## src/logic/soc_pkg.sv

```systemverilog
/*
 * SoC fabric package
 * Address map, bus widths, routing and FSM enums, and the packed
 * request and response structs shared by the host port and APB side
 */

package soc_pkg;

  //////////////////////////////////////////////////
  // Widths
  //////////////////////////////////////////////////

  localparam int unsigned ADDR_W     = 32;
  localparam int unsigned DATA_W     = 64;
  localparam int unsigned STRB_W     = DATA_W / 8;
  localparam int unsigned APB_DATA_W = 32;

  //////////////////////////////////////////////////
  // Memory map
  //////////////////////////////////////////////////

  localparam logic [ADDR_W-1:0] DRAM_BASE   = 32'h8000_0000;
  localparam logic [ADDR_W-1:0] DRAM_LENGTH = 32'h4000_0000;
  localparam logic [ADDR_W-1:0] UART_BASE   = 32'hC000_0000;
  localparam logic [ADDR_W-1:0] UART_LENGTH = 32'h0000_1000;
  localparam logic [ADDR_W-1:0] CTRL_BASE   = 32'hD000_0000;
  localparam logic [ADDR_W-1:0] CTRL_LENGTH = 32'h0000_1000;

  typedef enum logic [1:0] {
    TARGET_L2,
    TARGET_UART,
    TARGET_CTRL,
    TARGET_NONE
  } target_e;

  // Offsets inside the control window
  typedef enum logic [11:0] {
    CTRL_EXIT      = 12'h000,
    CTRL_HW_CNT_EN = 12'h008,
    CTRL_EVENT     = 12'h010
  } ctrl_reg_e;

  typedef enum logic [1:0] {
    APB_IDLE,
    APB_SETUP,
    APB_ACCESS
  } apb_state_e;

  typedef struct packed {
    logic              we;
    logic [ADDR_W-1:0] addr;
    logic [DATA_W-1:0] wdata;
    logic [STRB_W-1:0] be;
  } bus_req_t;

  typedef struct packed {
    logic [DATA_W-1:0] rdata;
    logic              err;
  } bus_rsp_t;

  typedef struct packed {
    logic                  psel;
    logic                  penable;
    logic                  pwrite;
    logic [ADDR_W-1:0]     paddr;
    logic [APB_DATA_W-1:0] pwdata;
  } apb_req_t;

  typedef struct packed {
    logic [APB_DATA_W-1:0] prdata;
    logic                  pready;
    logic                  pslverr;
  } apb_rsp_t;

endpackage

```

## src/logic/soc_resp_mux.sv

```systemverilog
/*
 * Response merge
 * Forwards the single valid target response and answers unmapped
 * requests with an error one cycle after acceptance
 */

`timescale 1ns/1ps

module soc_resp_mux (
  input  logic              clk_i,
  input  logic              reset_i,
  input  soc_pkg::target_e  target_i,
  input  logic              accept_i,
  input  logic              l2_valid_i,
  input  logic              ctrl_valid_i,
  input  logic              uart_valid_i,
  input  soc_pkg::bus_rsp_t l2_rsp_i,
  input  soc_pkg::bus_rsp_t ctrl_rsp_i,
  input  soc_pkg::bus_rsp_t uart_rsp_i,
  output logic              rvalid_o,
  output soc_pkg::bus_rsp_t rsp_o
);

  logic none_q;

  always_ff @(posedge clk_i) begin
    if (reset_i) begin
      none_q <= 1'b0;
    end else begin
      none_q <= accept_i && (target_i == soc_pkg::TARGET_NONE);
    end
  end

  assign rvalid_o = l2_valid_i | ctrl_valid_i | uart_valid_i | none_q;

  // At most one source is valid per cycle
  always_comb begin
    if (l2_valid_i) rsp_o = l2_rsp_i;
    else if (ctrl_valid_i) rsp_o = ctrl_rsp_i;
    else if (uart_valid_i) rsp_o = uart_rsp_i;
    else rsp_o = '{rdata: '0, err: 1'b1};
  end

endmodule

```

## config.mk

```make
export PLATFORM = sky130hd
export DESIGN_NAME = soc_resp_mux
export DESIGN_NICKNAME = d
export VERILOG_FILES = /design/src/logic/soc_pkg.sv /design/src/logic/soc_resp_mux.sv
export SDC_FILE = /design/constraint.sdc
export NUM_CORES = 1
export LEC_CHECK = 0
export ABC_AREA = 1
export BUFFER_PORTS_ARGS = -buffer_cell sky130_fd_sc_hd__buf_4
export CORE_AREA = 2 2 105 107
export CTS_CLUSTER_SIZE = 24
export DETAILED_ROUTE_END_ITERATION = 12
export DIE_AREA = 0 0 107 109
export HOLD_SLACK_MARGIN = 0.12
export PLACE_DENSITY = 0.56
export SLEW_MARGIN = 20
export SYNTH_ARGS = -nofsm -noshare
export SYNTH_HDL_FRONTEND = slang
export SYNTH_SLANG_ARGS = --single-unit
```

## constraint.sdc

```tcl
create_clock -name clk_i -period 0.8 [get_ports clk_i]
set_input_delay 0 -clock clk_i [delete_from_list [all_inputs] [get_ports clk_i]]
set_output_delay 0 -clock clk_i [all_outputs]
set_load 0.005 [all_outputs]
```

Word level (Yosys, flattened, before mapping)

Cells that the tools add are included.

Output and inout port bits: 66
Bits in registers: 1

Reductions and logical operators: 1
Bitwise gates (word level): 3
Eq/ne operators: 1
Mux-type cells: 3

Operators by type and width:

| kind                                       | count |
|---|---|
| 65-bit 2-to-1 mux                          | 3 |
| 1-bit bitwise OR                           | 3 |
| 2-bit equality test, second input constant | 1 |
| 1-bit logical AND                          | 1 |

Logic depth before layout (Yosys ltp)

Gate-level depths: netlist (run 1).

Depth after elaboration: 3
Depth in mapped cells: 6
Gate-level depth less buffers: 4

Least setup slack after synthesis (run 1)

OpenSTA, ideal clock, no wires.

Path kind: input -> output
From: input l2_valid_i
To: output rsp_o[45] (netlist name)
Setup slack: 0.217 ns
Stages on the path: 5
Data required time: 0.800 ns
Buffers on the path: 2
Arrival: 0.583 ns
Path through: inv_1 buf_2 buf_2 nor2_1 nor2_1

RTL lines:

| item            | line               | RTL |
|---|---|---|
| start, declared | soc_resp_mux.sv:14 | `input logic l2_valid_i,` |
| end, declared   | soc_resp_mux.sv:21 | `output soc_pkg::bus_rsp_t rsp_o` |

==> flow_summary_export.csv, run 1 <==
group,metric,value,unit
finish,antenna_cells_inserted,0,
timing,slew_violations,0,
outcome,run_status,"finished with violations",
place,place.detailed.instances,889,
route,drt.antenna.violating_nets,0,
finish,top_register,"none_q",
yosys,yosys.cell_count.top_type,"nor2_1",
place,gp_congestion,0.888,
global_route,antenna_found_initial,0,
setup_path,cp_num_buf_inv,5,
floorplan,die_area,0.0117,mm^2
floorplan,core.rowCount,38,
yosys,yosys_register_bits,1,
global_route,global_route_wire_length_before_repair,15.9,mm
setup_path,delay_of_the_slowest_critical_path_stage,0.14,ns
power_and_ir_drop,vdd_drop_max,0.000380,V
yosys,post_synth_num_cell_types,10,
floorplan,start_util,18.5,%
global_route,global_route.overflow_total,0,
finish,synthToLayoutAreaGrowth,143,%
finish,filler_cell_count,1135,
yosys,synth_async_sr_flop_share,0,%
route,dr.first_iter.drc_count,231,
timing,setup_violations,3,
timing,finalWorstSetupSlack,-0.0127,ns
min_path,hp-class,"input pin to flip-flop",
timing,timing.setup.tns,-0.0200,ns
timing,final.period_utilization,102,%
place,portBuffers,268,
route,wl_per_cell,13.1,um
setup_path,path_cells,"buf_8 > clkinv_8 > buf_4 > buf_12 > nand2_1 > nor2_1 > nor2_1 > buf_4",
setup_path,type_of_the_worst_setup_path,"input pin to output port",
yosys,synth_common_cells,"nor2_1, nand2_1, buf_2",
yosys,synth_top_area_share,49.4,%
setup_path,critPathRequiredTime,0.80,ns
setup_path,worstPathArrival,0.81,ns
setup_path,crit_cells,8,
yosys,synth_area_leaders,"nor2_1, nand2_1, buf_4",
floorplan,die_h,109,um
finish,largest_register_ff_count,1,
global_route,grt_max_degree,31,
global_route,vias_in_the_first_global_route,3259,
setup_path,worst_setup_path_startpoint,"l2_valid_i",
yosys,synth_enable_flop_cells,0,
yosys,synth_top_area_cell,"nor2_1",
floorplan,core_area,0.0106,mm^2
route,routed_via_density,4.27,
timing,period_needed,0.813,ns
finish,post_layout_nonfiller_instances,906,
clocking,path_clk_slew,0,ns
place,place_hpwl,8.09,mm
yosys,syn_avg_cell_area,3.95,um^2
floorplan,chipWidth,107,um
global_route,grt_util_all_layers,16.5,%
power_and_ir_drop,power_density,567,mW/mm^2
outcome,violations,"setup timing",
route,via_count,3873,
setup_path,setup.worst_path.end,"rsp_o[31]",
setup_path,critical-path-slowest-cell,"buf_4",
finish,fraction_of_final_layout_cells_sized_beyond_drive_strength_1,44.0,%
timing,worst_tran_pin_value,0.148,ns
route,residual_drc,0,
yosys,yosysWarningCount,0,
yosys,synthFlopType,"dfxtp_1",
setup_path,launching_element_type_of_the_critical_path,"input pin",
setup_path,biggest_fanout_along_the_worst_timing_path,15,
setup_path,crit_path_leading_delay_family,"buffers and inverters",
yosys,syn_nets,699,
timing,relSlewSlack,90.1,%
floorplan,io_pins,269,
setup_path,critical_path_end_type,"output port",
yosys,post_synthesis_cells,496,
yosys,seq_area_frac_synth,1.02,%
route,wirelength,11.8,mm
power_and_ir_drop,total_leakage_power,2.67,nW
finish,design.final.nets,971,
clocking,holdBufCountCts,0,
job,max-cap-violations,0,
timing,final_hold_viol_count,0,
route,drt-pass1-iter-count,4,
timing,maximum_achievable_frequency,1230,MHz
yosys,post_synth_instance_area,0.00196,mm^2
timing,grt_setup_unrepaired,"yes",
finish,layout_top_registers,"none_q: 1 flops",
-- stage by stage --
stage | power [mW] | hold slack [ns] | util, % | setup slack, ns | area (um^2)
CTS | 2.50 | 0.161 | 41.7 | -0.00937 | 4420
floorplan | 0.922 | 0.0723 | - | 0.217 | 1960
detailed placement | 2.30 | 0.161 | 39.2 | -0.0840 | 4160
global route | 2.93 | 0.161 | 44.8 | -0.0441 | 4750
global placement | 2.29 | 0.159 | 39.2 | -0.0602 | 4160
finish | 2.70 | 0.160 | 44.8 | -0.0127 | 4750
-- layout by cell type, fill, tap and decap left out, types with 2 or more instances in the layout --
cell,instances
nand2_4,3
buf_4,275
nor2_2,21
buf_8,8
nand2_1,187
buf_12,9
nor2_4,2
nand2_2,5
nand3_1,2
inv_1,2
clkbuf_16,7
nor2_1,235
buf_16,5
-- cells by family after synthesis --
kind of cell / share of synthesized area (%)
buffers and inverters: 11.1
DFF: 1.02
and+or+nand+nor: 87.6
AOI/OAI and AO/OA: 0.255
-- worst min-delay path by stage --
stage	depth (start not counted)	end	startpoint	slack, ns
5_1_grt	2	none_q$_SDFF_PP0_	reset_i	0.16
4_1_cts	2	none_q$_SDFF_PP0_	reset_i	0.16
3_5_place_dp	2	none_q$_SDFF_PP0_	reset_i	0.16
2_1_floorplan	1	none_q$_SDFF_PP0_	reset_i	0.07
3_3_place_gp	2	none_q$_SDFF_PP0_	reset_i	0.16
6_report	2	none_q$_SDFF_PP0_	reset_i	0.16
-- routing by layer --
metal | track usage [%] | wire length (um) | share of wire [%] | vias to the layer above
met1 | 20.1 | 4930 | 42 | 1693
met4 | 1.21 | 109 | 0.92 | 0
met5 | 0 | 0 | 0 | -
met3 | 2.45 | 892 | 7.5 | 8
li1 | - | - | - | 2000
met2 | 31.8 | 5900 | 50 | 172
-- layout make-up --
cell class                 count  area (um^2)  share of cell area [%]
sequential                     1         20.0                   0.421
inverter                       3         23.8                   0.500
tap                          140          175                    3.68
timing repair buffer         305         2710                    57.0
multi-input combinational    457         1830                    38.4
-- power by group --
group / internal (mW) / switching, mW
Sequential: 0.0523 / 0.000370
Clock: 0 / 0
Combinational: 1.59 / 1.05
-- timing repair --
action,in CTS,in global routing
gates resized for setup,20,48
pin swaps,3,37
cloned,6,7
endpoints found under the setup margin,52,63
setup buffers,3,1
(Power assumes the default switching activity.)
==> inputs of run 2 (changes only) <==
- BUFFER_PORTS_ARGS: -buffer_cell sky130_fd_sc_hd__buf_4 -> -buffer_cell sky130_fd_sc_hd__buf_2
==> run 2 against run 1 <==
Against the previous run: sequential share of layout area rose by 0.088 points; cell area is 17% lower; critical path type unchanged; combinational power decreased by 21%; the run now ends clean; critical endpoint is now rsp_o[20]; sequential cell count stayed put.
==> flow_summary_export.csv, run 2 (synthesis results as in run 1) <==
group,metric,value,unit
outcome,run_status,"complete, no violations",
finish,design.final.nets,965,
setup_path,critPathRequiredTime,0.80,ns
route,routed_via_density,4.15,
power_and_ir_drop,fin_total_pwr,2.14,mW
setup_path,critical_path_end_type,"output port",
setup_path,crit_path_leading_delay_family,"buffers and inverters",
route,via_count,3735,
job,max-cap-violations,0,
place,dpl-instance-area,0.00346,mm^2
floorplan,die_h,109,um
floorplan,core.rowCount,38,
place,portBuffers,268,
timing,final_hold_viol_count,0,
global_route,grt.busiest_layer,"met2",
global_route,met3_resource_use_gr,1.79,%
setup_path,launching_element_type_of_the_critical_path,"input pin",
finish,top_register,"none_q",
timing,period_needed,0.746,ns
clocking,path_clk_slew,0,ns
setup_path,type_of_the_worst_setup_path,"input pin to output port",
place,gp_congestion,0.858,
floorplan,chipWidth,107,um
route,drt.antenna.violating_nets,0,
route,wirelength,10.9,mm
finish,fraction_of_final_layout_cells_sized_beyond_drive_strength_1,40.0,%
timing,worst_tran_pin_value,0.154,ns
setup_path,setup.worst_path.end,"rsp_o[20]",
route,drt-pass1-iter-count,7,
finish,layout_top_registers,"none_q: 1 flops",
setup_path,path_cells,"buf_12 > clkinv_8 > clkbuf_16 > nand2_1 > nor2_1 > nor2_1 > buf_2",
timing,fin_hold_ws,0.160,ns
setup_path,worst_setup_path_startpoint,"l2_valid_i",
timing,maximum_achievable_frequency,1340,MHz
setup_path,cp_num_buf_inv,4,
setup_path,delay_of_the_slowest_critical_path_stage,0.21,ns
global_route,grt_util_all_layers,13.3,%
finish,final_common_cell,"buf_2",
min_path,hp-class,"input pin to flip-flop",
route,residual_drc,0,
floorplan,io_pins,269,
timing,relSlewSlack,89.7,%
timing,slew_violations,0,
place,place.detailed.instances,884,
route,dr.first_iter.drc_count,246,
timing,grt_setup_unrepaired,"no",
route,wl_per_cell,12.1,um
finish,filler_cell_count,1223,
power_and_ir_drop,power_density,545,mW/mm^2
global_route,grt_max_degree,64,
power_and_ir_drop,vdd_drop_max,0.000309,V
floorplan,start_util,18.5,%
floorplan,core_area,0.0106,mm^2
finish,layout.core_utilization,37.1,%
finish,top_library_cells_by_usage_in_the_layout_fill_and_taps_aside,"buf_2, nor2_1, nand2_1",
setup_path,critical-path-slowest-cell,"clkbuf_16",
finish,antenna_cells_inserted,0,
finish,synthToLayoutAreaGrowth,101,%
place,place_hpwl,6.93,mm
global_route,grt.met1_usage,16.3,%
global_route,global_route_wire_length_before_repair,13.3,mm
global_route,global_route.overflow_total,0,
floorplan,die_area,0.0117,mm^2
finish,largest_register_ff_count,1,
setup_path,crit_cells,7,
global_route,grt_util_met2,25.5,%
setup_path,worstPathArrival,0.75,ns
timing,setup_violations,0,
power_and_ir_drop,total_leakage_power,2.38,nW
global_route,antenna_found_initial,0,
finish,finalInstanceArea,0.00394,mm^2
setup_path,biggest_fanout_along_the_worst_timing_path,31,
finish,post_layout_nonfiller_instances,900,
clocking,holdBufCountCts,0,
global_route,vias_in_the_first_global_route,3053,
setup_path,critical_path.most_common_cell,"nor2_1",
timing,final.period_utilization,93.2,%
-- run 2: cell types whose count changed in the layout (fill, tap and decap cells not counted), moves of 7 or more --
cell | before | now
buf_2 | 0 | 265
buf_4 | 275 | 4
buf_8 | 8 | 1
nand2_1 | 187 | 195
nor2_1 | 235 | 254
nor2_2 | 21 | 4
-- run 2: metrics by stage --
step	setup slack (ns)	setup TNS, ns
after global routing	0.00986	0
after CTS	-0.0410	-0.464
final	0.0544	0
after detailed placement	-0.0630	-1.24
after global placement	-0.0527	-0.980
after floorplan	0.217	0
-- run 2: how the worst min path moves through the flow --
stage	to	slack (ns)	cells after the start	start
global placement	none_q$_SDFF_PP0_	0.16	2	reset_i
CTS	none_q$_SDFF_PP0_	0.16	2	reset_i
finish	none_q$_SDFF_PP0_	0.16	2	reset_i
floorplan	none_q$_SDFF_PP0_	0.07	1	reset_i
detailed placement	none_q$_SDFF_PP0_	0.16	2	reset_i
global route	none_q$_SDFF_PP0_	0.19	2	reset_i
-- run 2: layout make-up --
| type | instances | area, um^2 | area share [%] |
|---|---|---|---|
| Timing Repair inverter | 1 | 8.76 | 0.223 |
| Multi-Input combinational cell | 457 | 1730 | 44.0 |
| Timing Repair Buffer | 298 | 1980 | 50.2 |
| Tap cell | 140 | 175 | 4.45 |
| Inverter | 3 | 23.8 | 0.604 |
| Sequential cell | 1 | 20.0 | 0.509 |
-- run 2: routing by layer --
layer | part of all wire, % | up-vias
met5 | 0 | -
met4 | 0.68 | 0
met3 | 8.3 | 8
met2 | 50 | 187
met1 | 41 | 1547
li1 | - | 1993
-- run 2: report_power, final --
part	total (mW)	internal, mW	leakage [nW]	switching [mW]
logic	2.09	1.12	2.37	0.974
clock network	0	0	0	0
registers	0.0526	0.0523	0.00814	0.000343
total	2.14	1.17	2.38	0.975
-- run 2: timing repair --
item	in CTS	in global routing
buffers inserted	0	0
gates resized for setup	7	22
pin swaps	0	2
endpoints found under the setup margin	51	64
endpoints found under the hold margin	0	0
cloned	1	15
