File: src/logic/soc_pkg.sv
/*
 * SoC fabric package
 * Address map, bus widths, routing and FSM enums, and the packed
 * request and response structs shared by the host port and APB side
 */

package soc_pkg;

  //////////////////////////////////////////////////
  // Widths
  //////////////////////////////////////////////////

  localparam int unsigned ADDR_W     = 32;
  localparam int unsigned DATA_W     = 64;
  localparam int unsigned STRB_W     = DATA_W / 8;
  localparam int unsigned APB_DATA_W = 32;

  //////////////////////////////////////////////////
  // Memory map
  //////////////////////////////////////////////////

  localparam logic [ADDR_W-1:0] DRAM_BASE   = 32'h8000_0000;
  localparam logic [ADDR_W-1:0] DRAM_LENGTH = 32'h4000_0000;
  localparam logic [ADDR_W-1:0] UART_BASE   = 32'hC000_0000;
  localparam logic [ADDR_W-1:0] UART_LENGTH = 32'h0000_1000;
  localparam logic [ADDR_W-1:0] CTRL_BASE   = 32'hD000_0000;
  localparam logic [ADDR_W-1:0] CTRL_LENGTH = 32'h0000_1000;

  typedef enum logic [1:0] {
    TARGET_L2,
    TARGET_UART,
    TARGET_CTRL,
    TARGET_NONE
  } target_e;

  // Offsets inside the control window
  typedef enum logic [11:0] {
    CTRL_EXIT      = 12'h000,
    CTRL_HW_CNT_EN = 12'h008,
    CTRL_EVENT     = 12'h010
  } ctrl_reg_e;

  typedef enum logic [1:0] {
    APB_IDLE,
    APB_SETUP,
    APB_ACCESS
  } apb_state_e;

  typedef struct packed {
    logic              we;
    logic [ADDR_W-1:0] addr;
    logic [DATA_W-1:0] wdata;
    logic [STRB_W-1:0] be;
  } bus_req_t;

  typedef struct packed {
    logic [DATA_W-1:0] rdata;
    logic              err;
  } bus_rsp_t;

  typedef struct packed {
    logic                  psel;
    logic                  penable;
    logic                  pwrite;
    logic [ADDR_W-1:0]     paddr;
    logic [APB_DATA_W-1:0] pwdata;
  } apb_req_t;

  typedef struct packed {
    logic [APB_DATA_W-1:0] prdata;
    logic                  pready;
    logic                  pslverr;
  } apb_rsp_t;

endpackage

File: src/logic/soc_ctrl_regs.sv
/*
 * SoC control registers
 * Exit code and counter enable registers plus a one-cycle event
 * trigger, all behind the control window
 */

`timescale 1ns/1ps

module soc_ctrl_regs (
  input  logic                       clk_i,
  input  logic                       reset_i,
  input  logic                       sel_i,
  input  soc_pkg::bus_req_t          bus_i,
  output logic                       valid_o,
  output soc_pkg::bus_rsp_t          rsp_o,
  output logic [soc_pkg::DATA_W-1:0] exit_o,
  output logic [soc_pkg::DATA_W-1:0] hw_cnt_en_o,
  output logic [soc_pkg::DATA_W-1:0] event_o
);

  logic [soc_pkg::DATA_W-1:0] exit_q;
  logic [soc_pkg::DATA_W-1:0] cnt_en_q;
  logic [soc_pkg::DATA_W-1:0] event_q;
  logic                       valid_q;
  soc_pkg::bus_rsp_t          rsp_q;
  soc_pkg::ctrl_reg_e         offset;

  assign offset = soc_pkg::ctrl_reg_e'(bus_i.addr[11:0]);

  function automatic logic [soc_pkg::DATA_W-1:0] merge(logic [soc_pkg::DATA_W-1:0] old_w,
                                                      logic [soc_pkg::DATA_W-1:0] new_w,
                                                      logic [soc_pkg::STRB_W-1:0] be);
    logic [soc_pkg::DATA_W-1:0] res;
    res = old_w;
    for (int b = 0; b < soc_pkg::STRB_W; b++) begin
      if (be[b]) res[8*b +: 8] = new_w[8*b +: 8];
    end
    return res;
  endfunction

  always_ff @(posedge clk_i) begin
    if (reset_i) begin
      valid_q  <= 1'b0;
      exit_q   <= '0;
      cnt_en_q <= '0;
      event_q  <= '0;
    end else begin
      valid_q <= sel_i;
      // Event holds for a single cycle only
      event_q <= '0;
      if (sel_i && bus_i.we) begin
        case (offset)
          soc_pkg::CTRL_EXIT:      exit_q   <= merge(exit_q, bus_i.wdata, bus_i.be);
          soc_pkg::CTRL_HW_CNT_EN: cnt_en_q <= merge(cnt_en_q, bus_i.wdata, bus_i.be);
          soc_pkg::CTRL_EVENT:     event_q  <= bus_i.wdata;
          default: ;
        endcase
      end
    end
  end

  always_ff @(posedge clk_i) begin
    if (sel_i) begin
      case (offset)
        soc_pkg::CTRL_EXIT:      rsp_q <= '{rdata: exit_q, err: 1'b0};
        soc_pkg::CTRL_HW_CNT_EN: rsp_q <= '{rdata: cnt_en_q, err: 1'b0};
        soc_pkg::CTRL_EVENT:     rsp_q <= '{rdata: '0, err: 1'b0};
        default:                 rsp_q <= '{rdata: '0, err: 1'b1};
      endcase
    end
  end

  assign valid_o     = valid_q;
  assign rsp_o       = rsp_q;
  assign exit_o      = exit_q;
  assign hw_cnt_en_o = cnt_en_q;
  assign event_o     = event_q;

endmodule

File: config.mk
export PLATFORM = sky130hd
export DESIGN_NAME = soc_ctrl_regs
export DESIGN_NICKNAME = d
export VERILOG_FILES = /design/src/logic/soc_pkg.sv /design/src/logic/soc_ctrl_regs.sv
export SDC_FILE = /design/constraint.sdc
export NUM_CORES = 1
export LEC_CHECK = 0
export BUFFER_PORTS_ARGS = -buffer_cell sky130_fd_sc_hd__buf_2
export CAP_MARGIN = 20
export CORE_AREA = 2 2 214 153
export CTS_BUF_LIST = sky130_fd_sc_hd__clkbuf_8
export DETAILED_ROUTE_END_ITERATION = 7
export DIE_AREA = 0 0 216 155
export HOLD_SLACK_MARGIN = 0.02
export PLACE_DENSITY = 0.6
export SLEW_MARGIN = 5
export SYNTH_ARGS = -nofsm -noshare
export SYNTH_HDL_FRONTEND = slang
export SYNTH_SLANG_ARGS = --single-unit
export TNS_END_PERCENT = 1
File: constraint.sdc
create_clock -name clk_i -period 2.7 [get_ports clk_i]
set_clock_uncertainty 0.05 [all_clocks]
set_input_delay 0.405 -clock clk_i [delete_from_list [all_inputs] [get_ports clk_i]]
set_output_delay 0.405 -clock clk_i [all_outputs]
set_load 0.005 [all_outputs]
After elaboration in Yosys (flattened, before gate mapping)
Cells that the tools add are included.

Flip-flop bits (word level): 258. Output and inout port bits: 258. Logic and storage cells: 44.

Equal/unequal tests: 2. Muxes and demuxes: 1. Bitwise logic cells: 2. Reduce and logical (&&, ||, !) cells: 19.

Operators by type and width (number): case mux 65 bit (3 select lines) (1); AND reduction 3 bit (16); == test 12 x 4 -> 1 bit, second input constant (1); == test 12 x 5 -> 1 bit, second input constant (1); zero test 12 bit (1); OR reduction 3 bit (1); NOT 1 bit (2); logical AND 1 bit (1).

Depth between registers and ports, before layout
Gate-level depths: netlist of run 1.

Word-level depth: 3. Depth in mapped cells: 6. Gate-level depth less buffers: 3.

Least setup slack after synthesis of run 1
Ideal clock, no wire load.

Kind: input-to-reg. From: input port bus_i[80] (netlist bit). To: register exit_q, in the netlist exit_o[40]. Data arrival time: 2.044 ns. Path slack: 0.534 ns. Cell stages on the path: 5. Path buffers: 2. Cell sequence: or4_1 buf_2 buf_6 nor4_4 mux2i_1.

Longest elaborated chain between the ends: 2.

Ends and longest elaborated chain: from (decl) (RTL line soc_ctrl_regs.sv:13) `input soc_pkg::bus_req_t bus_i,`; zero test 12 bit (RTL line soc_ctrl_regs.sv:52) `case (offset)`; AND reduction 3 bit (no source line); to (signal assigned) (RTL line soc_ctrl_regs.sv:53) `soc_pkg::CTRL_EXIT: exit_q <= merge(exit_q, bus_i.wdata, bus_i.be);`; to (decl) (RTL line soc_ctrl_regs.sv:21) `logic [soc_pkg::DATA_W-1:0] exit_q;`.

No other way between the ends. A chain may end at the register's enable or synchronous reset.

Worst setup path after layout of run 1
From: input port bus_i[77] (netlist bit). To: register exit_q, in the netlist exit_o[9].

The elaborated chain is that of the path after synthesis.

==> results of run 1 <==
[power by group]
part / leakage (nW) / internal [W] / total (W) / switching [W]
Clock: 0.488 / 0.00163 / 0.00320 / 0.00157
Combinational: 3.87 / 0.000196 / 0.000410 / 0.000214
Sequential: 2.22 / 0.00399 / 0.00400 / 0.00000876
Total: 6.58 / 0.00581 / 0.00761 / 0.00180
[cells in the mapped netlist]
cell type / n / area (µm²)
clkbuf_1: 52 / 195
nand4_1: 12 / 75.1
or3_1: 1 / 6.26
a21o_1: 1 / 7.51
nand3_1: 1 / 5.00
nand4b_1: 5 / 43.8
or4_4: 1 / 11.3
nor4_4: 10 / 213
buf_6: 2 / 22.5
dfxtp_1: 193 / 3860
nor3_1: 66 / 330
buf_8: 1 / 15.0
nor4_1: 3 / 18.8
or4_1: 8 / 60.1
edfxtp_1: 65 / 1950
a22o_1: 64 / 561
and4b_1: 3 / 30.0
buf_2: 10 / 50.1
and4_1: 1 / 8.76
mux2i_1: 128 / 1280
nand2b_1: 192 / 1200
inv_1: 64 / 240
nor2_1: 1 / 3.75
nor2b_1: 1 / 6.26
[state kept, by name, summed over array words and instances (netlist names)]
signal,count
event_o,64
exit_o,64
hw_cnt_en_o,64
rsp_o,65
valid_o,1
[worst max-delay path, delay by kind of cell]
kind | cells | cell delay (ns)
and+or+nand+nor | 2 | 1.56
buffers and inverters | 1 | 0.11
muxes | 1 | 0.20
[layout make-up]
cell class / count / area [µm²]
clock inverter: 31 / 125
timing repair buffer: 425 / 2520
sequential: 258 / 5820
inverter: 64 / 240
clock buffer: 48 / 661
tap: 427 / 534
fill: 3068 / 17900
multi-input combinational: 498 / 3880
antenna: 2 / 5.00
[per-layer routing]
metal / GRT usage [%] / vias to the layer above / share of wire (%)
met5: 0 / - / 0
met4: 4.73 / 0 / 1.5
met3: 5.12 / 41 / 7.4
met2: 28.5 / 264 / 45
met1: 23.7 / 3757 / 46
li1: - / 3881 / -
[cell families after synthesis]
group | count (synthesis) | share of synthesized area, %
AOI/OAI and AO/OA | 65 | 5.57
buffers and inverters | 129 | 5.13
DFF | 258 | 57.0
muxes | 128 | 12.6
and+or+nand+nor | 305 | 19.7
[worst min path at each step]
stage / from / slack [ns] / depth (start not counted) / to
2_1_floorplan: hw_cnt_en_o[10] / 0.43 / 2 / hw_cnt_en_o[10]
3_3_place_gp: hw_cnt_en_o[9] / 0.42 / 2 / hw_cnt_en_o[9]
3_5_place_dp: hw_cnt_en_o[29] / 0.43 / 2 / hw_cnt_en_o[29]
4_1_cts: bus_i[47] / 0.02 / 3 / event_o[39]
5_1_grt: bus_i[34] / 0.03 / 3 / event_o[26]
6_report: bus_i[16] / 0.07 / 3 / event_o[8]
[metrics by stage]
| stage | cell area [µm²] | util, % |
|---|---|---|
| CTS | 13800 | 43.5 |
| floorplan | 10200 | - |
| global placement | 12500 | 39.5 |
| finish | 13800 | 43.5 |
| global route | 13800 | 43.5 |
| detailed placement | 12500 | 39.5 |
[timing repair]
action                    CTS  global route
hold buffers               49             0
resized for setup           0             0
hold endpoints to repair   49             0
==> results.toml, run 1 <==
[clock_tree]
cts_setup_buffers = 0
cts_tree = "done"
worstSkewPairLatency_ns = 0.54
cts_made_buffers = 43
path_clk_slew_ns = 0.06
clockBufferDepth = 3
clock-sinks = 258
htreeDepth = 2
cts_root_buf = "clkbuf_8"

[placed_design]
numPortBuffers = 345
gp_congestion = 0.766
dp_slack_ns = 0.169
dp_cells = 1623
hpwl_um = 20900

[cells_and_area]
nets = 1398
final_cell_mix = "buf_2, dfxtp_1, nand2b_1"
syn2layout_area_growth_pct = 35.0
layout_commonest_cell = "buf_2"
final_layout_size_suffix_gt1_share_pct = 33.4
final_cells = 1753

[global_route]
track_usage_pct = 17.8
grt-ovfl-total = 0
antenna_found_initial = 2
grt_pass1_vias = 8125
grt_max_degree = 106
grt_pass1_wl_um = 46700

[synthesis]
ys_warn_count = 0
synth_area_um2 = 10200
synth_fp_nets = 993
ys_types = 24
synthCells = 885
synth_seq_area_share_pct = 57.0
postSynthAreaPerCell_um2 = 11.5
synth-seq-cells = 258

[worst_setup_path]
cp_slowest_cell = "or4_1"
cp.required_ns = 3.05
worstPathCellList = "buf_2 -> or4_4 -> or4_1 -> mux2i_1"
r2r_slack_ns = 1.84
crit_start = "bus_i[77]"
cp-endpoint = "exit_o[9]"
r2r-end = "rsp_o[15]"
endpoint_kind = "flip-flop"
cp_max_fo = 18
slowest_delay_ns = 0.83
worst-setup-path-type = "in2reg"
start_kind = "input port"
critPathArrivalTime_ns = 2.31
ff2ff_path_depth = 1
r2r_start = "exit_o[14]"

[timing]
rsz0062_at_grt = "false"
worst_pin_slew_ns = 0.585
setup_tns_ns = 0
hold_viol_final = 0
finalMaxSlewViolations = 0
period_share_pct = 72.3
whs_ns = 0.0747
finalWorstSetupSlack_ns = 0.747
timing.fmax_mhz = 512
period_minus_slack_ns = 1.95
setup_viol = 0
max_slew_margin_pct = 60.6

[min_path]
hold_class = "in2reg"

[floorplan]
ios = 366
die_h_um = 155
initial_core_util_pct = 32.2
coreArea_um2 = 31700
die_area_um2 = 33500
rows = 55
fp.dieW_um = 216

[drt]
drc = 0
via_count = 7943
first_pass_iters = 4
routedWlPerCell_um = 17.5
vias_per_cell = 4.53
antenna_left = 0
drtIter0Drc = 459
wl_um = 30600

[pwr]
finalPower_w = 0.00761
ir_worst_vdd_v = 0.000325
p_leak_nw = 6.58
power.density_nw_per_um2 = 552

[flow_run]
maxCapViolCount = 0

[outcome]
status = "finished, final reports clean"
Power figures use the tool's default switching activity.
==> inputs of run 2 (changes only) <==
- PLACE_DENSITY: 0.6 -> 0.62
- clock period: 2.7 -> 1.7 ns (I/O delays scaled with it)
==> results.toml, run 2 (same netlist as run 1, synthesis figures left out) <==
[drt]
first_pass_iters = 6
antenna_left = 0
vias_per_cell = 4.53
via_count = 8139
wl_um = 31000
drtIter0Drc = 302
routedWlPerCell_um = 17.2
drc = 0

[timing]
timing.fmax_mhz = 606
rsz0062_at_grt = "false"
finalMaxSlewViolations = 0
worst_pin_slew_ns = 0.384
period_minus_slack_ns = 1.65
finalWorstSetupSlack_ns = 0.0505
max_slew_margin_pct = 74.4
hold_viol_final = 0
setup_viol = 0
period_share_pct = 97.0

[pwr]
p_int_w = 0.00943
finalPower_w = 0.0122
power.density_nw_per_um2 = 853
ir_worst_vdd_v = 0.000483
p_leak_nw = 6.84
p_sw_share_pct = 22.9
p_seq_share_pct = 51.9
pwr-share-clk_pct = 42.3
p_comb_share_pct = 5.8
switchingPower_w = 0.00280

[cells_and_area]
nets = 1443
syn2layout_area_growth_pct = 40.5
largest_reg_flops = 65
layout_commonest_cell = "buf_2"
final_cell_mix = "buf_2, dfxtp_1, nand2b_1"
final_layout_size_suffix_gt1_share_pct = 34.6
fillers = 3001

[global_route]
busiest_layer = "met2"
grt-ovfl-total = 0
track_usage_pct = 18.0
grt_pass1_wl_um = 47300
grt_pass1_vias = 8322
met1_usage_pct = 23.7
grt_max_degree = 89
antenna_found_initial = 2
use_met3_pct = 5.28
grtUsageMet2_pct = 28.7

[clock_tree]
clockBufferDepth = 3
cts_resized = 0
cts_root_buf = "clkbuf_8"
worstSkewPairLatency_ns = 0.54
clock-sinks = 258
cts_tree = "done"
path_clk_slew_ns = 0.05
htreeDepth = 2
cts_made_buffers = 43

[worst_setup_path]
worstPathCellList = "buf_2 -> or4_1 -> buf_4 -> or4_1 -> buf_4 -> mux2i_1"
cp_slowest_cell = "or4_1"
start_kind = "input port"
endpoint_kind = "flip-flop"
r2r_start = "hw_cnt_en_o[6]"
crit_start = "bus_i[80]"
cp.required_ns = 2.06
worst-setup-path-type = "in2reg"
cp_max_fo = 16
path_buf_inv = 3
critPathTopFamily = "simple AND/OR/NAND/NOR gates"
r2r_slack_ns = 0.83
critPathArrivalTime_ns = 2.01
slowest_delay_ns = 0.54

[placed_design]
hpwl_um = 22000
numPortBuffers = 345
dp_slack_ns = -0.519
gp_congestion = 0.788

[floorplan]
die_h_um = 155
coreArea_um2 = 31700
fp.dieW_um = 216
ios = 366
die_area_um2 = 33500
rows = 55
initial_core_util_pct = 32.2

[flow_run]
maxCapViolCount = 0

[outcome]
status = "finished, final reports clean"

[min_path]
hp-start = "bus_i[76]"
hold_class = "in2reg"
## run 2: cell types whose count changed in the layout (fill, tap and decap cells not counted), sizes merged
cell / delta
buf: +30
dlygate4sd3: +15
bufinv: +1
clkinvlp: -1
## run 2: per-layer routing
layer / vias to the layer above / part of all wire [%]
met3: 57 / 7.0
met5: - / 0
met1: 3862 / 46
met4: 0 / 2.3
li1: 3969 / -
met2: 251 / 45
## run 2: layout make-up
class                      count  area (µm²)  area share, %
antenna                        2        5.00         0.0349
clock buffer                  48         661           4.61
clock inverter                31         149           1.04
inverter                      64         240           1.68
multi-input combinational    498        3880           27.0
sequential                   258        5820           40.6
tap                          427         534           3.73
timing repair buffer         470        3060           21.3
## run 2: path summary, 6_finish.rpt
path,endpoint,cells after the start
setup / recovery,hw_cnt_en_o[40],6
hold / removal,rsp_o[0],3
setup reg to reg,rsp_o[7],1
hold reg to reg,hw_cnt_en_o[9],2
## run 2: metrics by stage
| step | cell area [µm²] | cells | setup TNS [ns] | util (%) | hold slack (ns) |
|---|---|---|---|---|---|
| after floorplan | 10200 | 885 | -37.11 | - | 0.317 |
| after global placement | 12900 | 1653 | -69.05 | 40.7 | 0.424 |
| after detailed placement | 12900 | 1653 | -70.04 | 40.7 | 0.426 |
| after CTS | 14300 | 1796 | 0 | 45.3 | 0.0360 |
| after global routing | 14300 | 1798 | 0 | 45.3 | 0.0532 |
| final | 14300 | 1798 | 0 | 45.3 | 0.0944 |
## run 2: power by group through the flow
stage / logic (W) / registers (W) / clock network (W)
5_1_grt: 0.000773 / 0.00635 / 0.00565
3_5_place_dp: 0.000600 / 0.00648 / 0
3_3_place_gp: 0.000597 / 0.00648 / 0
6_report: 0.000711 / 0.00635 / 0.00517
2_1_floorplan: 0.000251 / 0.00649 / 0
4_1_cts: 0.000716 / 0.00635 / 0.00537
## run 2: what timing repair did
action	4_1_cts	5_1_grt
hold endpoints to repair	192	0
setup buffers	0	0
hold buffers	64	0
setup endpoints to repair	0	0
