$ cat config.mk
export PLATFORM = sky130hd
export DESIGN_NAME = soc_addr_decode
export DESIGN_NICKNAME = d
export VERILOG_FILES = /design/src/logic/soc_pkg.sv /design/src/logic/soc_addr_decode.sv
export SDC_FILE = /design/constraint.sdc
export NUM_CORES = 1
export LEC_CHECK = 0
export BUFFER_PORTS_ARGS = -buffer_cell sky130_fd_sc_hd__buf_4
export CAP_MARGIN = 40
export CORE_MARGIN = 10
export CORE_UTILIZATION = 23
export DETAILED_ROUTE_END_ITERATION = 7
export PLACE_DENSITY_LB_ADDON = 0.3
export RECOVER_POWER = 100
export SETUP_SLACK_MARGIN = 0.5
export SLEW_MARGIN = 10
export SYNTH_ARGS = -nofsm -noshare
export SYNTH_HDL_FRONTEND = slang
export SYNTH_SLANG_ARGS = --single-unit
$ cat constraint.sdc
create_clock -name clk_i -period 0.8 [get_ports clk_i]
set_input_delay 0 -clock clk_i [delete_from_list [all_inputs] [get_ports clk_i]]
set_output_delay 0 -clock clk_i [all_outputs]
set_load 0.01 [all_outputs]
$ cat src/logic/soc_pkg.sv
/*
 * SoC fabric package
 * Address map, bus widths, routing and FSM enums, and the packed
 * request and response structs shared by the host port and APB side
 */

package soc_pkg;

  //////////////////////////////////////////////////
  // Widths
  //////////////////////////////////////////////////

  localparam int unsigned ADDR_W     = 32;
  localparam int unsigned DATA_W     = 64;
  localparam int unsigned STRB_W     = DATA_W / 8;
  localparam int unsigned APB_DATA_W = 32;

  //////////////////////////////////////////////////
  // Memory map
  //////////////////////////////////////////////////

  localparam logic [ADDR_W-1:0] DRAM_BASE   = 32'h8000_0000;
  localparam logic [ADDR_W-1:0] DRAM_LENGTH = 32'h4000_0000;
  localparam logic [ADDR_W-1:0] UART_BASE   = 32'hC000_0000;
  localparam logic [ADDR_W-1:0] UART_LENGTH = 32'h0000_1000;
  localparam logic [ADDR_W-1:0] CTRL_BASE   = 32'hD000_0000;
  localparam logic [ADDR_W-1:0] CTRL_LENGTH = 32'h0000_1000;

  typedef enum logic [1:0] {
    TARGET_L2,
    TARGET_UART,
    TARGET_CTRL,
    TARGET_NONE
  } target_e;

  // Offsets inside the control window
  typedef enum logic [11:0] {
    CTRL_EXIT      = 12'h000,
    CTRL_HW_CNT_EN = 12'h008,
    CTRL_EVENT     = 12'h010
  } ctrl_reg_e;

  typedef enum logic [1:0] {
    APB_IDLE,
    APB_SETUP,
    APB_ACCESS
  } apb_state_e;

  typedef struct packed {
    logic              we;
    logic [ADDR_W-1:0] addr;
    logic [DATA_W-1:0] wdata;
    logic [STRB_W-1:0] be;
  } bus_req_t;

  typedef struct packed {
    logic [DATA_W-1:0] rdata;
    logic              err;
  } bus_rsp_t;

  typedef struct packed {
    logic                  psel;
    logic                  penable;
    logic                  pwrite;
    logic [ADDR_W-1:0]     paddr;
    logic [APB_DATA_W-1:0] pwdata;
  } apb_req_t;

  typedef struct packed {
    logic [APB_DATA_W-1:0] prdata;
    logic                  pready;
    logic                  pslverr;
  } apb_rsp_t;

endpackage

$ cat src/logic/soc_addr_decode.sv
/*
 * Host port address decode
 * Matches the request address against the SoC windows, grants the
 * request and raises the select of the chosen target
 */

`timescale 1ns/1ps

module soc_addr_decode (
  input  logic              clk_i,
  input  logic              reset_i,
  input  logic              req_i,
  input  soc_pkg::bus_req_t bus_i,
  input  logic              busy_i,
  output logic              gnt_o,
  output logic              l2_sel_o,
  output logic              ctrl_sel_o,
  output logic              uart_sel_o,
  output soc_pkg::target_e  target_o,
  output soc_pkg::bus_req_t bus_o
);

  logic accept;
  logic uart_pend_q;

  function automatic logic in_window(logic [soc_pkg::ADDR_W-1:0] addr,
                                     logic [soc_pkg::ADDR_W-1:0] base,
                                     logic [soc_pkg::ADDR_W-1:0] length);
    return (addr >= base) && (addr < base + length);
  endfunction

  always_comb begin
    target_o = soc_pkg::TARGET_NONE;
    if (in_window(bus_i.addr, soc_pkg::DRAM_BASE, soc_pkg::DRAM_LENGTH)) begin
      target_o = soc_pkg::TARGET_L2;
    end else if (in_window(bus_i.addr, soc_pkg::UART_BASE, soc_pkg::UART_LENGTH)) begin
      target_o = soc_pkg::TARGET_UART;
    end else if (in_window(bus_i.addr, soc_pkg::CTRL_BASE, soc_pkg::CTRL_LENGTH)) begin
      target_o = soc_pkg::TARGET_CTRL;
    end
  end

  // Grant held off only while our own UART transfer is in flight
  assign gnt_o  = ~(uart_pend_q & busy_i);
  assign accept = req_i & gnt_o;

  assign l2_sel_o   = accept & (target_o == soc_pkg::TARGET_L2);
  assign uart_sel_o = accept & (target_o == soc_pkg::TARGET_UART);
  assign ctrl_sel_o = accept & (target_o == soc_pkg::TARGET_CTRL);
  assign bus_o      = bus_i;

  always_ff @(posedge clk_i) begin
    if (reset_i) begin
      uart_pend_q <= 1'b0;
    end else if (uart_sel_o) begin
      uart_pend_q <= 1'b1;
    end else if (uart_pend_q && !busy_i) begin
      uart_pend_q <= 1'b0;
    end
  end

endmodule

Word level (Yosys, flattened, before mapping):

Index checks and enable logic that the tools add are counted.

* bits in registers: 1
* latch bits: 0
* memory bits (writable): 0
* bits in read-only memories: 0
* input bits: 109
* memories: 0

* add/subtract/negate cells: 0
* multiply operators: 0
* div/mod/pow operators: 0
* $lt $le $gt $ge: 6
* eq/ne operators: 2
* shift operators: 0
* multiplexer cells: 5
* bitwise operators: 6
* reduce and logical (&&, ||, !) cells: 7

Operators with widths (count)
* greater-or-equal comparator 32 bit (second input constant): 3
* less-than comparator 32 bit (second input constant): 3
* bitwise AND 1 bit: 5
* logical AND 1 bit: 4
* 2-to-1 mux 2 bit: 2
* 2-to-1 mux 1 bit: 3
* == test 2 x 1 -> 1 bit (second input constant): 1
* == test 2 bit (second input constant): 1
* logical NOT 2 bit: 1
* nonzero test 2 bit: 1
* logical NOT 1 bit: 1
* inverter 1 bit: 1

Longest topological paths before layout:

Gate-level depths: netlist of run 1.

* word-level depth: 8
* depth in mapped cells: 3
* gate-level depth less buffers: 3

Worst setup path after synthesis of run 1:

No wires, ideal clock.

* path kind: register to output
* from: register uart_pend_q
* to: output uart_sel_o
* data arrival time: 0.947 ns
* setup slack: -0.147 ns
* stages on the path, launching flop included: 4
* path buffers: 0
* cells stage by stage: dfxtp_1 nand2_1 nand2_1 nor4_1

* cells in the longest elaborated chain, start to end: 4

Ends and longest elaborated chain
* from (decl): line soc_addr_decode.sv:24 `logic uart_pend_q;`
* from (signal assigned): line soc_addr_decode.sv:54 `uart_pend_q <= 1'b0;`
* from (signal assigned): line soc_addr_decode.sv:56 `uart_pend_q <= 1'b1;`
* from (signal assigned): line soc_addr_decode.sv:58 `uart_pend_q <= 1'b0;`
* bitwise AND 1 bit: line soc_addr_decode.sv:44 `assign gnt_o = ~(uart_pend_q & busy_i);`
* inverter 1 bit: line soc_addr_decode.sv:44
* via gnt_o: line soc_addr_decode.sv:15 `output logic gnt_o,`
* bitwise AND 1 bit: line soc_addr_decode.sv:45 `assign accept = req_i & gnt_o;`
* bitwise AND 1 bit: line soc_addr_decode.sv:48 `assign uart_sel_o = accept & (target_o == soc_pkg::TARGET_UART);`
* to (decl): line soc_addr_decode.sv:18 `output logic uart_sel_o,`

The timed path passes the listed nets, and every way through them passes these cells.

Worst setup path after layout of run 1:

* from: input bus_i[87] (netlist name)
* to: output target_o[0]

* cells in the longest elaborated chain, start to end: 5
* elaborated cells between the ends (all ways): 12
* classes of those cells: order compare (6); mux (3); reduce/logical (3)

Ends and longest elaborated chain
* from (decl): line soc_addr_decode.sv:13 `input soc_pkg::bus_req_t bus_i,`
* greater-or-equal comparator 32 bit or less-than comparator 32 bit (tied branches): line soc_addr_decode.sv:29 `return (addr >= base) && (addr < base + length);`
* logical AND 1 bit: line soc_addr_decode.sv:29
* 2-to-1 mux 1 bit: line soc_addr_decode.sv:38 `end else if (in_window(bus_i.addr, soc_pkg::CTRL_BASE, soc_pkg::CTRL_LENGTH)) begin`
* 2-to-1 mux 2 bit: line soc_addr_decode.sv:36 `end else if (in_window(bus_i.addr, soc_pkg::UART_BASE, soc_pkg::UART_LENGTH)) begin`
* 2-to-1 mux 2 bit *: line soc_addr_decode.sv:34 `if (in_window(bus_i.addr, soc_pkg::DRAM_BASE, soc_pkg::DRAM_LENGTH)) begin`
* to (decl): line soc_addr_decode.sv:19 `output soc_pkg::target_e target_o,`

Mark *: on every way between the ends. The rest lies on a longest branch, timed or not.

==> flow_metrics.tcl, run 1 <==
set metrics [dict create \
    wl_per_cell_um 21.7 \
    place_hpwl_mm 2.79 \
    io_pins 220 \
    ys_types 15 \
    routed_via_density 4.29 \
    synth-edff-count 0 \
    place_ws_ps -318 \
    p_total_uw 468 \
    syn-num-nets 240 \
    multi_input_area_sq_um 295 \
    hold_ws_ps 0.00330 \
    grt_pass1_vias 693 \
    crit_slowest_cell "nor4_4" \
    grt_pass1_wl_mm 4.32 \
    top_regs "uart_pend_q x1" \
    ys.flop_type "dfxtp_1" \
    crit_arrival_ps 970 \
    endpoint_kind "primary output" \
    p_leak_uw 0.000383 \
    path_buf_inv 2 \
    critPathKind "in -> out" \
    top_register "uart_pend_q" \
    remaining_drc_errors 0 \
    cp_max_fo 3 \
    drive_gt1_frac 0.696 \
    rows 23 \
    final_hold_viol_count 0 \
    setup_slack_ps -168 \
    max_stage_delay_ps 310 \
    cts_hold_buf 0 \
    max_cap_viol_count 0 \
    timing.rr.start "uart_pend_q" \
    synth_top_cell_by_area "buf_4" \
    antenna_found_initial 0 \
    crit_chain "buf_8, nor4_4, and4_4, a31oi_2, buf_4" \
    ys_top_cells_by_area "buf_4, nor4_1, nor4_2, dfxtp_1, nor4b_1" \
    totalWireLength_mm 3.08 \
    violations "negative setup slack" \
    final_max_slew_viol_count 0 \
    synth_top_area_share 0.811 \
    maxSlewHeadroom 0.784 \
    timing.fmax_mhz 1030 \
    min_period_ps 968 \
    fillCellCount 454 \
    power_density_nw_per_um2 484 \
    clock_skew_ps 0 \
    fin_crit_sh 1.21 \
    yosys-top-cells-count "buf_4, nor4_1, nand2_1" \
    worstHoldStart "bus_i[35]" \
    die_h_um 85.0 \
    synth_area_sq_um 972 \
    largest_reg_flops 1 \
    async_flop_share 0 \
    synth_seq_cells 1 \
    gr-total-overflow 0 \
    grt_max_degree 6 \
    ant_nets 0 \
    vias 609 \
    seqCellArea_sq_um 20.0 \
    die_w_um 85.0 \
    coreArea_sq_um 4060 \
    dpl_cell_area_sq_um 825 \
    gp_congestion 0.783 \
    yosysWarnings 0 \
    diodes 0 \
    critPathLaunch "bus_i[87]" \
    num-nets-final 203 \
    worstPathRequired_ps 800 \
    tightest_slew_ps 324 \
    rsz0062_at_grt "yes" \
    design_area_sq_um 967 \
    min-delay-path-class "in -> out" \
    drtPass1Iterations 2 \
    path_delay_family "simple AND/OR/NAND/NOR gates" \
    yosysSeqAreaShare 0.0206 \
    setup_viol 5 \
    clk_latency_ps 0 \
    vdd_ir_drop_max_uv 135 \
    initial_utilization 0.240 \
    drtIter0Drc 2 \
    synth_most_common_cell "buf_4" \
    grt_usage 0.0718 \
    syn_inst 131 \
    status "finished with violations" \
    io_buffers 49 \
    dieArea_sq_um 7230 \
    syn_to_final_growth_pct -0.515 \
    synth.avg_cell_area_sq_um 7.42 \
    startpoint_type "input pin" \
]
[where the power goes]
group	internal [uW]	leakage [uW]	switching, uW	total, uW
clock network	0	0	0	0
logic	245	0.000375	173	418
registers	50.9	0.00000805	0.0000312	50.9
total	296	0.000383	173	468
[metal layers]
layer,up-vias,routed length (um),track usage
met4,0,157,0.0434
met2,100,1390,0.105
met1,247,848,0.0583
met3,22,680,0.0774
met5,-,0,0
li1,240,-,-
[stage by stage]
stage,instances,utilization,TNS (ps)
global route,142,0.238,-975
finish,142,0.238,-701
CTS,141,0.260,-809
detailed placement,141,0.203,-1140
global placement,141,0.203,-963
floorplan,131,-,0
[repair_timing]
item | CTS | global route
endpoints found under the setup margin | 19 | 19
pin swaps | 11 | 2
gates resized for setup | 57 | 5
buffers inserted | 0 | 1
[final timing paths]
path | endpoint | slack (ps) | depth (start not counted)
setup / recovery | target_o[0] | -170 | 5
hold / removal | bus_o[35] | 0.003 | 0
setup reg to reg | uart_pend_q | -30 | 4
hold reg to reg | uart_pend_q | 760 | 4
[cells in the final DEF, fill, tap and decap left out, drive strengths merged]
master,instances
nor4b,2
nand2,3
a31oi,2
nor2,2
nor4,7
nor2b,1
buf,48
nor3b,2
clkbuf,18
and4,1
a31o,1
dfxtp,1
nand3,2
nand2b,1
inv,1
[cell type report]
| type | count | share of cell area |
|---|---|---|
| Timing Repair Buffer | 66 | 0.605 |
| Multi-Input combinational cell | 24 | 0.305 |
| Tap cell | 50 | 0.0647 |
| Sequential cell | 1 | 0.0207 |
| Inverter | 1 | 0.00388 |
[cell families (layout without fill, tap and decap cells)]
group / Yosys count / count (layout) / synth area share
AO/OA/AOI/OAI: 3 / 3 / 0.0219
buffers and inverters: 106 / 67 / 0.815
flip-flops: 1 / 1 / 0.0206
AND/OR/NAND/NOR: 21 / 21 / 0.143
No activity file was read; power rests on OpenSTA's default activity.
==> run 2, diff against run 1 <==
==> constraint.sdc (replaced) <==
create_clock -name clk_i -period 0.8 [get_ports clk_i]
set_input_delay 0 -clock clk_i [delete_from_list [all_inputs] [get_ports clk_i]]
set_output_delay 0 -clock clk_i [all_outputs]
set_load 0.05 [all_outputs]
==> run 2 against run 1 <==
Compared with the run above: the run still ends with negative setup slack left; die area is the same; final cell count increased by 1.4%; core utilization rose by 7.3 points; power increased by 74%; register-to-register slack barely moved; setup slack worse by 82 ps; sequential cell count stayed put; critical path depth is 1 higher; sequential power fell by 6.7%; sequential share of layout area fell by 0.19 points; cell area rose by 31%; combinational power is 84% higher.
==> flow_metrics.tcl, run 2 (synthesized netlist as in run 1, its figures left out) <==
set metrics [dict create \
    vias 625 \
    crit_slowest_cell "nor4_4" \
    crit_chain "buf_8, nor4_4, nand3_2, buf_4, nor4_4, buf_6" \
    drive_gt1_frac 0.926 \
    hold_ws_ps 0.0164 \
    cts_hold_buf 0 \
    grt_usage 0.0837 \
    endpoint_kind "primary output" \
    mostFrequentLayoutCell "buf_6" \
    ant_nets 0 \
    antenna_found_initial 0 \
    top_layer_used "met4" \
    timing.fmax_mhz 952 \
    maxSlewHeadroom 0.754 \
    setup_viol 5 \
    max_cap_viol_count 0 \
    worstPathRequired_ps 800 \
    remaining_drc_errors 0 \
    intPower_uw 422 \
    crit_arrival_ps 1050 \
    clockPowerShare 0 \
    clk_latency_ps 0 \
    r2r_slack_ps -20 \
    violations "negative setup slack" \
    fin_cells 144 \
    gp_congestion 0.754 \
    critPathKind "in -> out" \
    final_hold_viol_count 0 \
    status "finished with violations" \
    final_max_slew_viol_count 0 \
    vdd_ir_drop_max_uv 181 \
    p_leak_uw 0.000520 \
    largest_reg_flops 1 \
    rows 23 \
    startpoint_type "input pin" \
    top_register "uart_pend_q" \
    die_h_um 85.0 \
    min-delay-path-class "in -> out" \
    fillCellCount 424 \
    drtIter0Drc 7 \
    routed_via_density 4.34 \
    rsz0062_at_grt "yes" \
    drtPass1Iterations 3 \
    p_sw_uw 394 \
    min_period_ps 1050 \
    wl_met3_um 757 \
    grt_pass1_wl_mm 4.89 \
    m1WireLength_um 724 \
    setup_slack_ps -250 \
    coreArea_sq_um 4060 \
    most-common-layout-cells "buf_6, buf_8, buf_4, nor4_4" \
    p_seq_frac 0.058 \
    io_pins 220 \
    die_w_um 85.0 \
    initial_utilization 0.240 \
    wl_per_cell_um 23.7 \
    met2WireLength_mm 1.72 \
    swShare 0.483 \
    comb_power_share 0.942 \
    place_hpwl_mm 3.15 \
    design_area_sq_um 1260 \
    setup_tns_ps -1050 \
    io_buffers 49 \
    num-nets-final 205 \
    diodes 0 \
    grt_pass1_vias 740 \
    cp_max_fo 2 \
    dieArea_sq_um 7230 \
    power_density_nw_per_um2 645 \
    grt_max_degree 6 \
    syn_to_final_growth_pct 30.0 \
    placedCellCount 141 \
    top_regs "uart_pend_q x1" \
    gr-total-overflow 0 \
    clock_skew_ps 0 \
    fin_crit_sh 1.31 \
    dpl_cell_area_sq_um 848 \
    tightest_slew_ps 368 \
    totalWireLength_mm 3.41 \
    cp_common_cell "nor4_4" \
    max_stage_delay_ps 300 \
]
run 2: metrics by stage:
step                      power [uW]  setup slack [ps]  utilization
final                            815              -250        0.311
after global routing             846              -295        0.311
after CTS                        786              -221        0.293
after detailed placement         621              -342        0.209
after global placement           619              -358        0.209
after floorplan                 1540              -390            -
run 2: power by group through the flow:
stage	combinational (uW)	clock (uW)	sequential [uW]
5_1_grt	798	0	47.5
3_3_place_gp	568	0	50.9
2_1_floorplan	1490	0	50.9
6_report	768	0	47.5
4_1_cts	739	0	47.5
3_5_place_dp	570	0	50.9
run 2: repair_timing:
action                                  in CTS  in global routing
pin swaps                                   11                  7
endpoints found under the setup margin      26                 19
gates resized for setup                     83                 13
setup buffers                                1                  2
run 2: final timing paths:
path | startpoint | endpoint | cells past startpoint
min | bus_i[0] | bus_o[0] | 0
max reg2reg | uart_pend_q | uart_pend_q | 4
max | bus_i[92] | uart_sel_o | 6
min reg2reg | uart_pend_q | uart_pend_q | 4
run 2: critical path: cells and delay by family:
| kind | cells | cell delay [ps] |
|---|---|---|
| and+or+nand+nor | 3 | 590 |
| buffers and inverters | 3 | 470 |
run 2: layer usage:
metal  vias to the layer above  track usage
met3                        32       0.0822
met4                         0       0.0509
met2                        96        0.147
li1                        246            -
met5                         -            0
met1                       251       0.0526
run 2: area by class of cell:
class / count / area [sq um] / share of cell area
Inverter: 1 / 3.75 / 0.00297
Timing Repair Buffer: 68 / 823 / 0.651
Sequential cell: 1 / 23.8 / 0.0188
Tap cell: 50 / 62.6 / 0.0495
Multi-Input combinational cell: 24 / 350 / 0.277
